[src/rtl/audio_pkg.sv]
// Constants, register map and shared structs of the audio DMA controller
package audio_pkg;

	localparam int NUM_CHANNELS = 4;
	localparam int CH_IDX_W = 2;
	localparam int WORD_W = 32;
	localparam int SAMPLE_W = 16;
	localparam int REG_ADDR_W = 4;

	// System clock / (256 * 22050)
	localparam logic [WORD_W-1:0] DEFAULT_SAMPLE_RATE = 32'd17;

	// Address step per fetched word
	localparam logic [WORD_W-1:0] WORD_BYTES = 32'd4;

	// CPU register map
	localparam logic [REG_ADDR_W-1:0] REG_SAMPLE_RATE = 4'd0;
	localparam logic [REG_ADDR_W-1:0] REG_BUSY = 4'd1;
	// Channel n address at base + 2n, count at base + 2n + 1
	localparam logic [REG_ADDR_W-1:0] REG_CH_BASE = 4'd1;

	// Left sample sits in the upper half of a DMA word
	typedef struct packed {
		logic signed [SAMPLE_W-1:0] left;
		logic signed [SAMPLE_W-1:0] right;
	} stereo_t;

	typedef struct packed {
		logic start;
		logic [WORD_W-1:0] address;
		logic [WORD_W-1:0] count;
	} ch_setup_t;

	typedef struct packed {
		logic request;
		logic [WORD_W-1:0] address;
	} ch_dma_req_t;

endpackage

[src/rtl/audio_channel.sv]
// Playback channel with address and word counters, one-word sample buffer and DMA request
module audio_channel (
	input logic i_clock,
	input logic i_rst,

	input audio_pkg::ch_setup_t i_setup,

	output audio_pkg::ch_dma_req_t o_dma,
	input logic i_dma_ready,
	input logic [audio_pkg::WORD_W-1:0] i_dma_rdata,

	input logic i_sample_tick,
	output logic o_busy,
	output audio_pkg::stereo_t o_sample
);

	import audio_pkg::*;

	logic [WORD_W-1:0] address_q;
	logic [WORD_W-1:0] count_q;
	logic full_q;
	stereo_t buffer_q;

	// Words left to fetch
	always_ff @(posedge i_clock) begin
		if (i_rst) begin
			count_q <= '0;
		end else if (i_setup.start) begin
			count_q <= i_setup.count;
		end else if (i_dma_ready) begin
			count_q <= count_q - 1'b1;
		end
	end

	always_ff @(posedge i_clock) begin
		if (i_setup.start) begin
			address_q <= i_setup.address;
		end else if (i_dma_ready) begin
			address_q <= address_q + WORD_BYTES;
		end
	end

	always_ff @(posedge i_clock) begin
		if (i_dma_ready) begin
			buffer_q <= i_dma_rdata;
		end
	end

	// Ready only arrives while the buffer is empty
	always_ff @(posedge i_clock) begin
		if (i_rst) begin
			full_q <= 1'b0;
			o_sample <= '0;
		end else begin
			if (i_sample_tick) begin
				o_sample <= full_q ? buffer_q : '0;
				full_q <= 1'b0;
			end
			if (i_dma_ready) begin
				full_q <= 1'b1;
			end
		end
	end

	always_comb begin
		o_dma.request = (count_q != '0) && !full_q;
		o_dma.address = address_q;
	end

	assign o_busy = (count_q != '0) || full_q;

endmodule

[src/rtl/audio_controller.sv]
// Audio DMA controller top with sample clock edge detector, registers, channels, scheduler and mixer
module audio_controller (
	input logic i_clock,
	input logic i_rst,

	input logic i_request,
	input logic i_rw,
	input logic [audio_pkg::REG_ADDR_W-1:0] i_address,
	input logic [audio_pkg::WORD_W-1:0] i_wdata,
	output logic [audio_pkg::WORD_W-1:0] o_rdata,
	output logic o_ready,

	output logic o_dma_request,
	output logic [audio_pkg::WORD_W-1:0] o_dma_address,
	input logic i_dma_ready,
	input logic [audio_pkg::WORD_W-1:0] i_dma_rdata,

	input logic i_output_sample_clock,
	output logic [audio_pkg::WORD_W-1:0] o_output_sample_rate,
	output logic [audio_pkg::SAMPLE_W-1:0] o_output_sample_left,
	output logic [audio_pkg::SAMPLE_W-1:0] o_output_sample_right
);

	import audio_pkg::*;

	logic sample_clock_q;
	logic sample_clock_prev_q;
	logic sample_tick;

	ch_setup_t setup [NUM_CHANNELS];
	ch_dma_req_t dma_req [NUM_CHANNELS];
	logic [NUM_CHANNELS-1:0] ch_ready;
	logic [NUM_CHANNELS-1:0] busy;
	stereo_t samples [NUM_CHANNELS];
	stereo_t mix;

	// External sample clock is registered before edge detection
	always_ff @(posedge i_clock) begin
		if (i_rst) begin
			sample_clock_q <= 1'b0;
			sample_clock_prev_q <= 1'b0;
		end else begin
			sample_clock_q <= i_output_sample_clock;
			sample_clock_prev_q <= sample_clock_q;
		end
	end

	assign sample_tick = sample_clock_q & ~sample_clock_prev_q;

	audio_regs u_regs (
		.i_clock(i_clock),
		.i_rst(i_rst),
		.i_request(i_request),
		.i_rw(i_rw),
		.i_address(i_address),
		.i_wdata(i_wdata),
		.i_busy(busy),
		.o_rdata(o_rdata),
		.o_ready(o_ready),
		.o_sample_rate(o_output_sample_rate),
		.o_setup(setup)
	);

	for (genvar n = 0; n < NUM_CHANNELS; n++) begin : g_channel
		audio_channel u_channel (
			.i_clock(i_clock),
			.i_rst(i_rst),
			.i_setup(setup[n]),
			.o_dma(dma_req[n]),
			.i_dma_ready(ch_ready[n]),
			.i_dma_rdata(i_dma_rdata),
			.i_sample_tick(sample_tick),
			.o_busy(busy[n]),
			.o_sample(samples[n])
		);
	end

	dma_scheduler u_scheduler (
		.i_clock(i_clock),
		.i_rst(i_rst),
		.i_req(dma_req),
		.o_ch_ready(ch_ready),
		.o_dma_request(o_dma_request),
		.o_dma_address(o_dma_address),
		.i_dma_ready(i_dma_ready)
	);

	audio_mixer u_mixer (
		.i_clock(i_clock),
		.i_rst(i_rst),
		.i_samples(samples),
		.o_mix(mix)
	);

	assign o_output_sample_left = mix.left;
	assign o_output_sample_right = mix.right;

endmodule

[src/rtl/audio_mixer.sv]
// Registered stereo mixer with wrapping 16-bit sums
module audio_mixer (
	input logic i_clock,
	input logic i_rst,

	input audio_pkg::stereo_t i_samples [audio_pkg::NUM_CHANNELS],
	output audio_pkg::stereo_t o_mix
);

	import audio_pkg::*;

	stereo_t mix_d;

	// Overflow simply wraps
	always_comb begin
		mix_d = '0;
		for (int n = 0; n < NUM_CHANNELS; n++) begin
			mix_d.left = mix_d.left + i_samples[n].left;
			mix_d.right = mix_d.right + i_samples[n].right;
		end
	end

	always_ff @(posedge i_clock) begin
		if (i_rst) begin
			o_mix <= '0;
		end else begin
			o_mix <= mix_d;
		end
	end

endmodule

[src/rtl/audio_regs.sv]
// CPU register block with sample rate, busy readback and channel setup strobes
module audio_regs (
	input logic i_clock,
	input logic i_rst,

	input logic i_request,
	input logic i_rw,
	input logic [audio_pkg::REG_ADDR_W-1:0] i_address,
	input logic [audio_pkg::WORD_W-1:0] i_wdata,
	input logic [audio_pkg::NUM_CHANNELS-1:0] i_busy,
	output logic [audio_pkg::WORD_W-1:0] o_rdata,
	output logic o_ready,

	output logic [audio_pkg::WORD_W-1:0] o_sample_rate,
	output audio_pkg::ch_setup_t o_setup [audio_pkg::NUM_CHANNELS]
);

	import audio_pkg::*;

	logic access;
	logic write;
	logic [WORD_W-1:0] busy_word;
	logic [NUM_CHANNELS-1:0] addr_hit;
	logic [NUM_CHANNELS-1:0] count_hit;
	logic [NUM_CHANNELS-1:0] setup_start;
	logic [WORD_W-1:0] setup_address [NUM_CHANNELS];
	logic [WORD_W-1:0] setup_count [NUM_CHANNELS];

	// One access per request, taken while ready is still low
	assign access = i_request & ~o_ready;
	assign write = access & i_rw;
	assign busy_word = WORD_W'(i_busy);

	always_comb begin
		for (int n = 0; n < NUM_CHANNELS; n++) begin
			addr_hit[n] = i_address == REG_ADDR_W'(REG_CH_BASE + 2 * n);
			count_hit[n] = i_address == REG_ADDR_W'(REG_CH_BASE + 2 * n + 1);
		end
	end

	always_ff @(posedge i_clock) begin
		if (i_rst) begin
			o_ready <= 1'b0;
			o_sample_rate <= DEFAULT_SAMPLE_RATE;
			setup_start <= '0;
		end else begin
			setup_start <= write ? count_hit : '0;
			if (write && i_address == REG_SAMPLE_RATE) begin
				o_sample_rate <= i_wdata;
			end
			if (access) begin
				o_ready <= 1'b1;
			end else if (!i_request) begin
				o_ready <= 1'b0;
			end
		end
	end

	always_ff @(posedge i_clock) begin
		if (access && !i_rw) begin
			if (i_address == REG_SAMPLE_RATE) begin
				o_rdata <= o_sample_rate;
			end else if (i_address == REG_BUSY) begin
				o_rdata <= busy_word;
			end
		end
		for (int n = 0; n < NUM_CHANNELS; n++) begin
			if (write && addr_hit[n]) begin
				setup_address[n] <= i_wdata;
			end
			if (write && count_hit[n]) begin
				setup_count[n] <= i_wdata;
			end
		end
	end

	always_comb begin
		for (int n = 0; n < NUM_CHANNELS; n++) begin
			o_setup[n].start = setup_start[n];
			o_setup[n].address = setup_address[n];
			o_setup[n].count = setup_count[n];
		end
	end

endmodule

[src/rtl/dma_scheduler.sv]
// Round-robin arbiter for the shared DMA bus master
module dma_scheduler (
	input logic i_clock,
	input logic i_rst,

	input audio_pkg::ch_dma_req_t i_req [audio_pkg::NUM_CHANNELS],
	output logic [audio_pkg::NUM_CHANNELS-1:0] o_ch_ready,

	output logic o_dma_request,
	output logic [audio_pkg::WORD_W-1:0] o_dma_address,
	input logic i_dma_ready
);

	import audio_pkg::*;

	logic [CH_IDX_W-1:0] ptr_q;

	// Pointer stays on the granted channel until its word arrives
	always_ff @(posedge i_clock) begin
		if (i_rst) begin
			ptr_q <= '0;
			o_dma_request <= 1'b0;
		end else if (o_dma_request) begin
			if (i_dma_ready) begin
				o_dma_request <= 1'b0;
				ptr_q <= ptr_q + 1'b1;
			end
		end else if (i_req[ptr_q].request) begin
			o_dma_request <= 1'b1;
		end else begin
			ptr_q <= ptr_q + 1'b1;
		end
	end

	always_ff @(posedge i_clock) begin
		if (!o_dma_request && i_req[ptr_q].request) begin
			o_dma_address <= i_req[ptr_q].address;
		end
	end

	always_comb begin
		o_ch_ready = '0;
		o_ch_ready[ptr_q] = o_dma_request & i_dma_ready;
	end

endmodule

[config.mk]
export PLATFORM = sky130hd
export DESIGN_NAME = audio_controller
export DESIGN_NICKNAME = d
export VERILOG_FILES = /design/src/rtl/audio_pkg.sv /design/src/rtl/audio_channel.sv /design/src/rtl/audio_controller.sv /design/src/rtl/audio_mixer.sv /design/src/rtl/audio_regs.sv /design/src/rtl/dma_scheduler.sv
export SDC_FILE = /design/constraint.sdc
export NUM_CORES = 2
export LEC_CHECK = 0
export BUFFER_PORTS_ARGS = -buffer_cell sky130_fd_sc_hd__buf_2
export CAP_MARGIN = 5
export CORE_UTILIZATION = 65
export DETAILED_ROUTE_END_ITERATION = 8
export HOLD_SLACK_MARGIN = 0.12
export PLACE_DENSITY_LB_ADDON = 0.08
export RECOVER_POWER = 100
export SYNTH_ARGS = -nofsm -noshare
export SYNTH_HDL_FRONTEND = slang
export SYNTH_SLANG_ARGS = --single-unit
[constraint.sdc]
create_clock -name i_clock -period 6.9 [get_ports i_clock]
set_input_delay 0.69 -clock i_clock [delete_from_list [all_inputs] [get_ports i_clock]]
set_output_delay 0.69 -clock i_clock [all_outputs]
set_load 0.05 [all_outputs]
==> results.md <==
- Status: finished, violations left
- Failing checks: DRC, capacitance limit, slew limit
- H-tree level count: 3
- Peak supply drop: 0.236 mV
- Syn Std Cell Area: 39000 um2
- Starting Density: 66.0%
- CP arrival: 5.24 ns
- Worst flop-to-flop path endpoint: g_channel[0].u_channel.address_q[18]
- Largest net degree at the start of global routing: 193
- DR DRC count: 32
- Worst path bufs/invs: 3
- Tightest Pin Transition: 4.61 ns
- CTS tree: built
- R2R Path Start: u_regs.setup_start[0]
- Fin Setup TNS: 0 ns
- Met3 track demand over resource: 5.51%
- Post-Place Cell Area: 40700 um2
- WHS Path Cells: 2
- Final instance area: 43200 um2
- GR peak layer: met2
- Hold Worst Slack: 0.286 ns
- Final critical-path required period: 5.01 ns
- Worst path slowest cell: clkbuf_1
- GRT overflow: 0
- Most used cell, CP: clkbuf_1
- Fraction of layout cells with a size suffix above 1: 6.37%
- Initial antenna violation count: 6
- Post-synth top area cell: edfxtp_1
- Hold path start: i_output_sample_clock
- Leakage: 14.4 nW
- FF+latch count, synth: 910
- Top-level I/O count: 204
- R2r worst-path depth: 4
- DP Cell Count: 4185
- Worst-path cell chain: clkbuf_1 -> inv_1 -> nand2_1 -> clkbuf_1
- Num CTS Buffers: 90
- EDFF count, synth: 576
- Post-synth top area share: 44.3%
- Placer Congestion: 0.906
- Drt initial violations: 2358
- HPWL after DPL: 61100 um
- Clk slew on worst S/H paths: 0.06 ns
- Drt first pass iters: 7
- Top post-synthesis cells by area: edfxtp_1 44%, dfxtp_1 17%, nand2_1 3.7%, xnor2_1 3.4%, fa_1 3.1%
- Cell Pwr Density: 311 nW/um2
- Post-synth ARST share: 0%
- Hold buffers post-CTS: 0
- Startpoint types: flip-flop
- R2R Setup Slk: 1.89 ns
- Antenna Nets Post-Route: 0
- Vert. Die Dim: 247 um
- First-pass GRT wire length: 150000 um
- CTS max path bufs: 3
- Syn avg cell area: 11.6 um2
- Cell row count: 89
- Via density: 6.23
- GRT Resource Usage Total: 32.4%
- Min-Delay Path Class: in2reg
- Post-CTS sizing: 0
- Synthesized netlist net count: 3533
- Post-Syn Instances: 3357
- Clk Latency, worst-skew pair: 0.64 ns
- Post-synthesis sequential area ratio: 61.4%
- WL/cell: 22.4 um
- Ys flop type: edfxtp_1
- Post-CTS setup buffer count: 0
- Fin crit share: 72.6%
- Clock sinks: 910
- Met2 Use GR: 52.2%
- Number of global-route vias before repair: 26603
- Routed wire length: 97700 um
- CTS Root Cell: clkbuf_16
- Rel. slew slack: -207%
- Core area: 59100 um2
- Most frequent cell after synthesis: edfxtp_1
- Fill cell count: 4095
- YS warnings: 0
- Slew Limit Fails: 1346
- Crit path max-delay family: buffers and inverters
- Max-capacitance violation count: 26
- Crit path max fanout: 82
- Final Util: 73.1%
- RSZ-0062 raised after global routing: no
- Fmax: 0.199 GHz
- CP Capture Type: flip-flop
- Fin cells: 4357
- Worst clock skew: 0.0191 ns
- WHS Endpoint: sample_clock_q
- Met1 global-route usage: 43.6%
- Synth cell count leaders: 576 x edfxtp_1, 386 x nand2_1, 334 x dfxtp_1
- Final hold viol count: 0
- Crit path largest cell delay: 2.37 ns
- Via count: 27123
- Layout Nets: 3680
- Port buffer count: 203
- Worst EP required: 7.12 ns
- Die X: 247 um
- CP Class: reg2reg
- Synth unique cells: 65
- Die ar.: 61100 um2
- Area Overhead vs Synth: 10.6%
- Count of final setup violators: 0
layer usage:
metal / part of all wire [%] / vias to the layer above
met2: 47 / 1193
met1: 40 / 13318
met5: 0.020 / -
met4: 4.3 / 2
li1: - / 12375
met3: 8.4 / 235
sequential cells by signal, indices dropped and copies added, names as in the netlist, 128 cells and up:
signal                         count
u_regs.setup_count               128
g_channel.u_channel.count_q      128
g_channel.u_channel.o_sample     128
g_channel.u_channel.address_q    128
g_channel.u_channel.buffer_q     128
u_regs.setup_address             128
cell usage in the layout, fill, tap and decap left out, drive strengths merged, types with 63 or more instances in the layout:
cell | Yosys | routed
edfxtp | 576 | 576
nand2 | 386 | 386
clkbuf | 159 | 338
dfxtp | 334 | 334
a21oi | 203 | 203
inv | 193 | 195
nor2 | 187 | 187
nand3 | 176 | 176
xnor2 | 152 | 152
o21ai | 151 | 151
nor4 | 89 | 89
a211oi | 84 | 84
xor2 | 72 | 72
nor3 | 63 | 63
report_power, final:
part	switching (mW)	internal, mW	total (mW)
logic	1.51	0.578	2.08
registers	0.219	6.23	6.45
clock network	2.07	2.84	4.91
final cells by class:
| class | instances | area (um2) | share of cell area, % |
|---|---|---|---|
| Antenna cell | 2 | 5.00 | 0.0116 |
| Clock buffer | 123 | 2530 | 5.85 |
| Clock inverter | 47 | 445 | 1.03 |
| Inverter | 196 | 736 | 1.70 |
| Multi-Input combinational cell | 2069 | 13600 | 31.4 |
| Sequential cell | 910 | 24000 | 55.5 |
| Tap cell | 773 | 967 | 2.24 |
| Timing Repair Buffer | 237 | 965 | 2.23 |
how the worst max path moves through the flow:
stage	start	endpoint	slack, ns	cells past startpoint
3_3_place_gp	g_channel[0].u_channel.o_sample[1]	u_mixer.o_mix[15]	3.28	11
3_5_place_dp	g_channel[0].u_channel.o_sample[1]	u_mixer.o_mix[15]	3.13	11
2_1_floorplan	i_request	u_regs.setup_count[1][0]	3.01	4
4_1_cts	g_channel[0].u_channel.o_sample[17]	u_mixer.o_mix[27]	3.07	11
5_1_grt	u_regs.setup_start[0]	g_channel[0].u_channel.address_q[20]	1.50	4
6_report	u_regs.setup_start[0]	g_channel[0].u_channel.address_q[18]	1.89	4
through the flow:
step | worst slack [ns] | power [mW]
after CTS | 3.07 | 13.5
after global placement | 3.28 | 8.58
after detailed placement | 3.13 | 8.64
final | 1.89 | 13.4
after floorplan | 3.01 | 7.99
after global routing | 1.50 | 13.9
kinds of logic (layout without fill, tap and decap cells):
logic type                 Yosys count  after routing  synth area share, %
other                                0              2                    0
adders and majority gates          102            102                 4.42
buffers and inverters              378            603                 3.70
DFF                                910            910                 61.4
and+or+nand+nor                   1163           1163                 14.8
muxes                               53             53                 2.41
AOI/OAI and AO/OA                  525            525                 8.09
xor gates and xnor gates           226            226                 5.14
worst reg2reg max path: stages, from the launching register on:
cell and delay (ns):
dfxtp_2 0.31, clkbuf_1 2.37, inv_1 0.24, nand2_1 0.22, clkbuf_1 1.43
No activity file was read; power rests on OpenSTA's default activity.
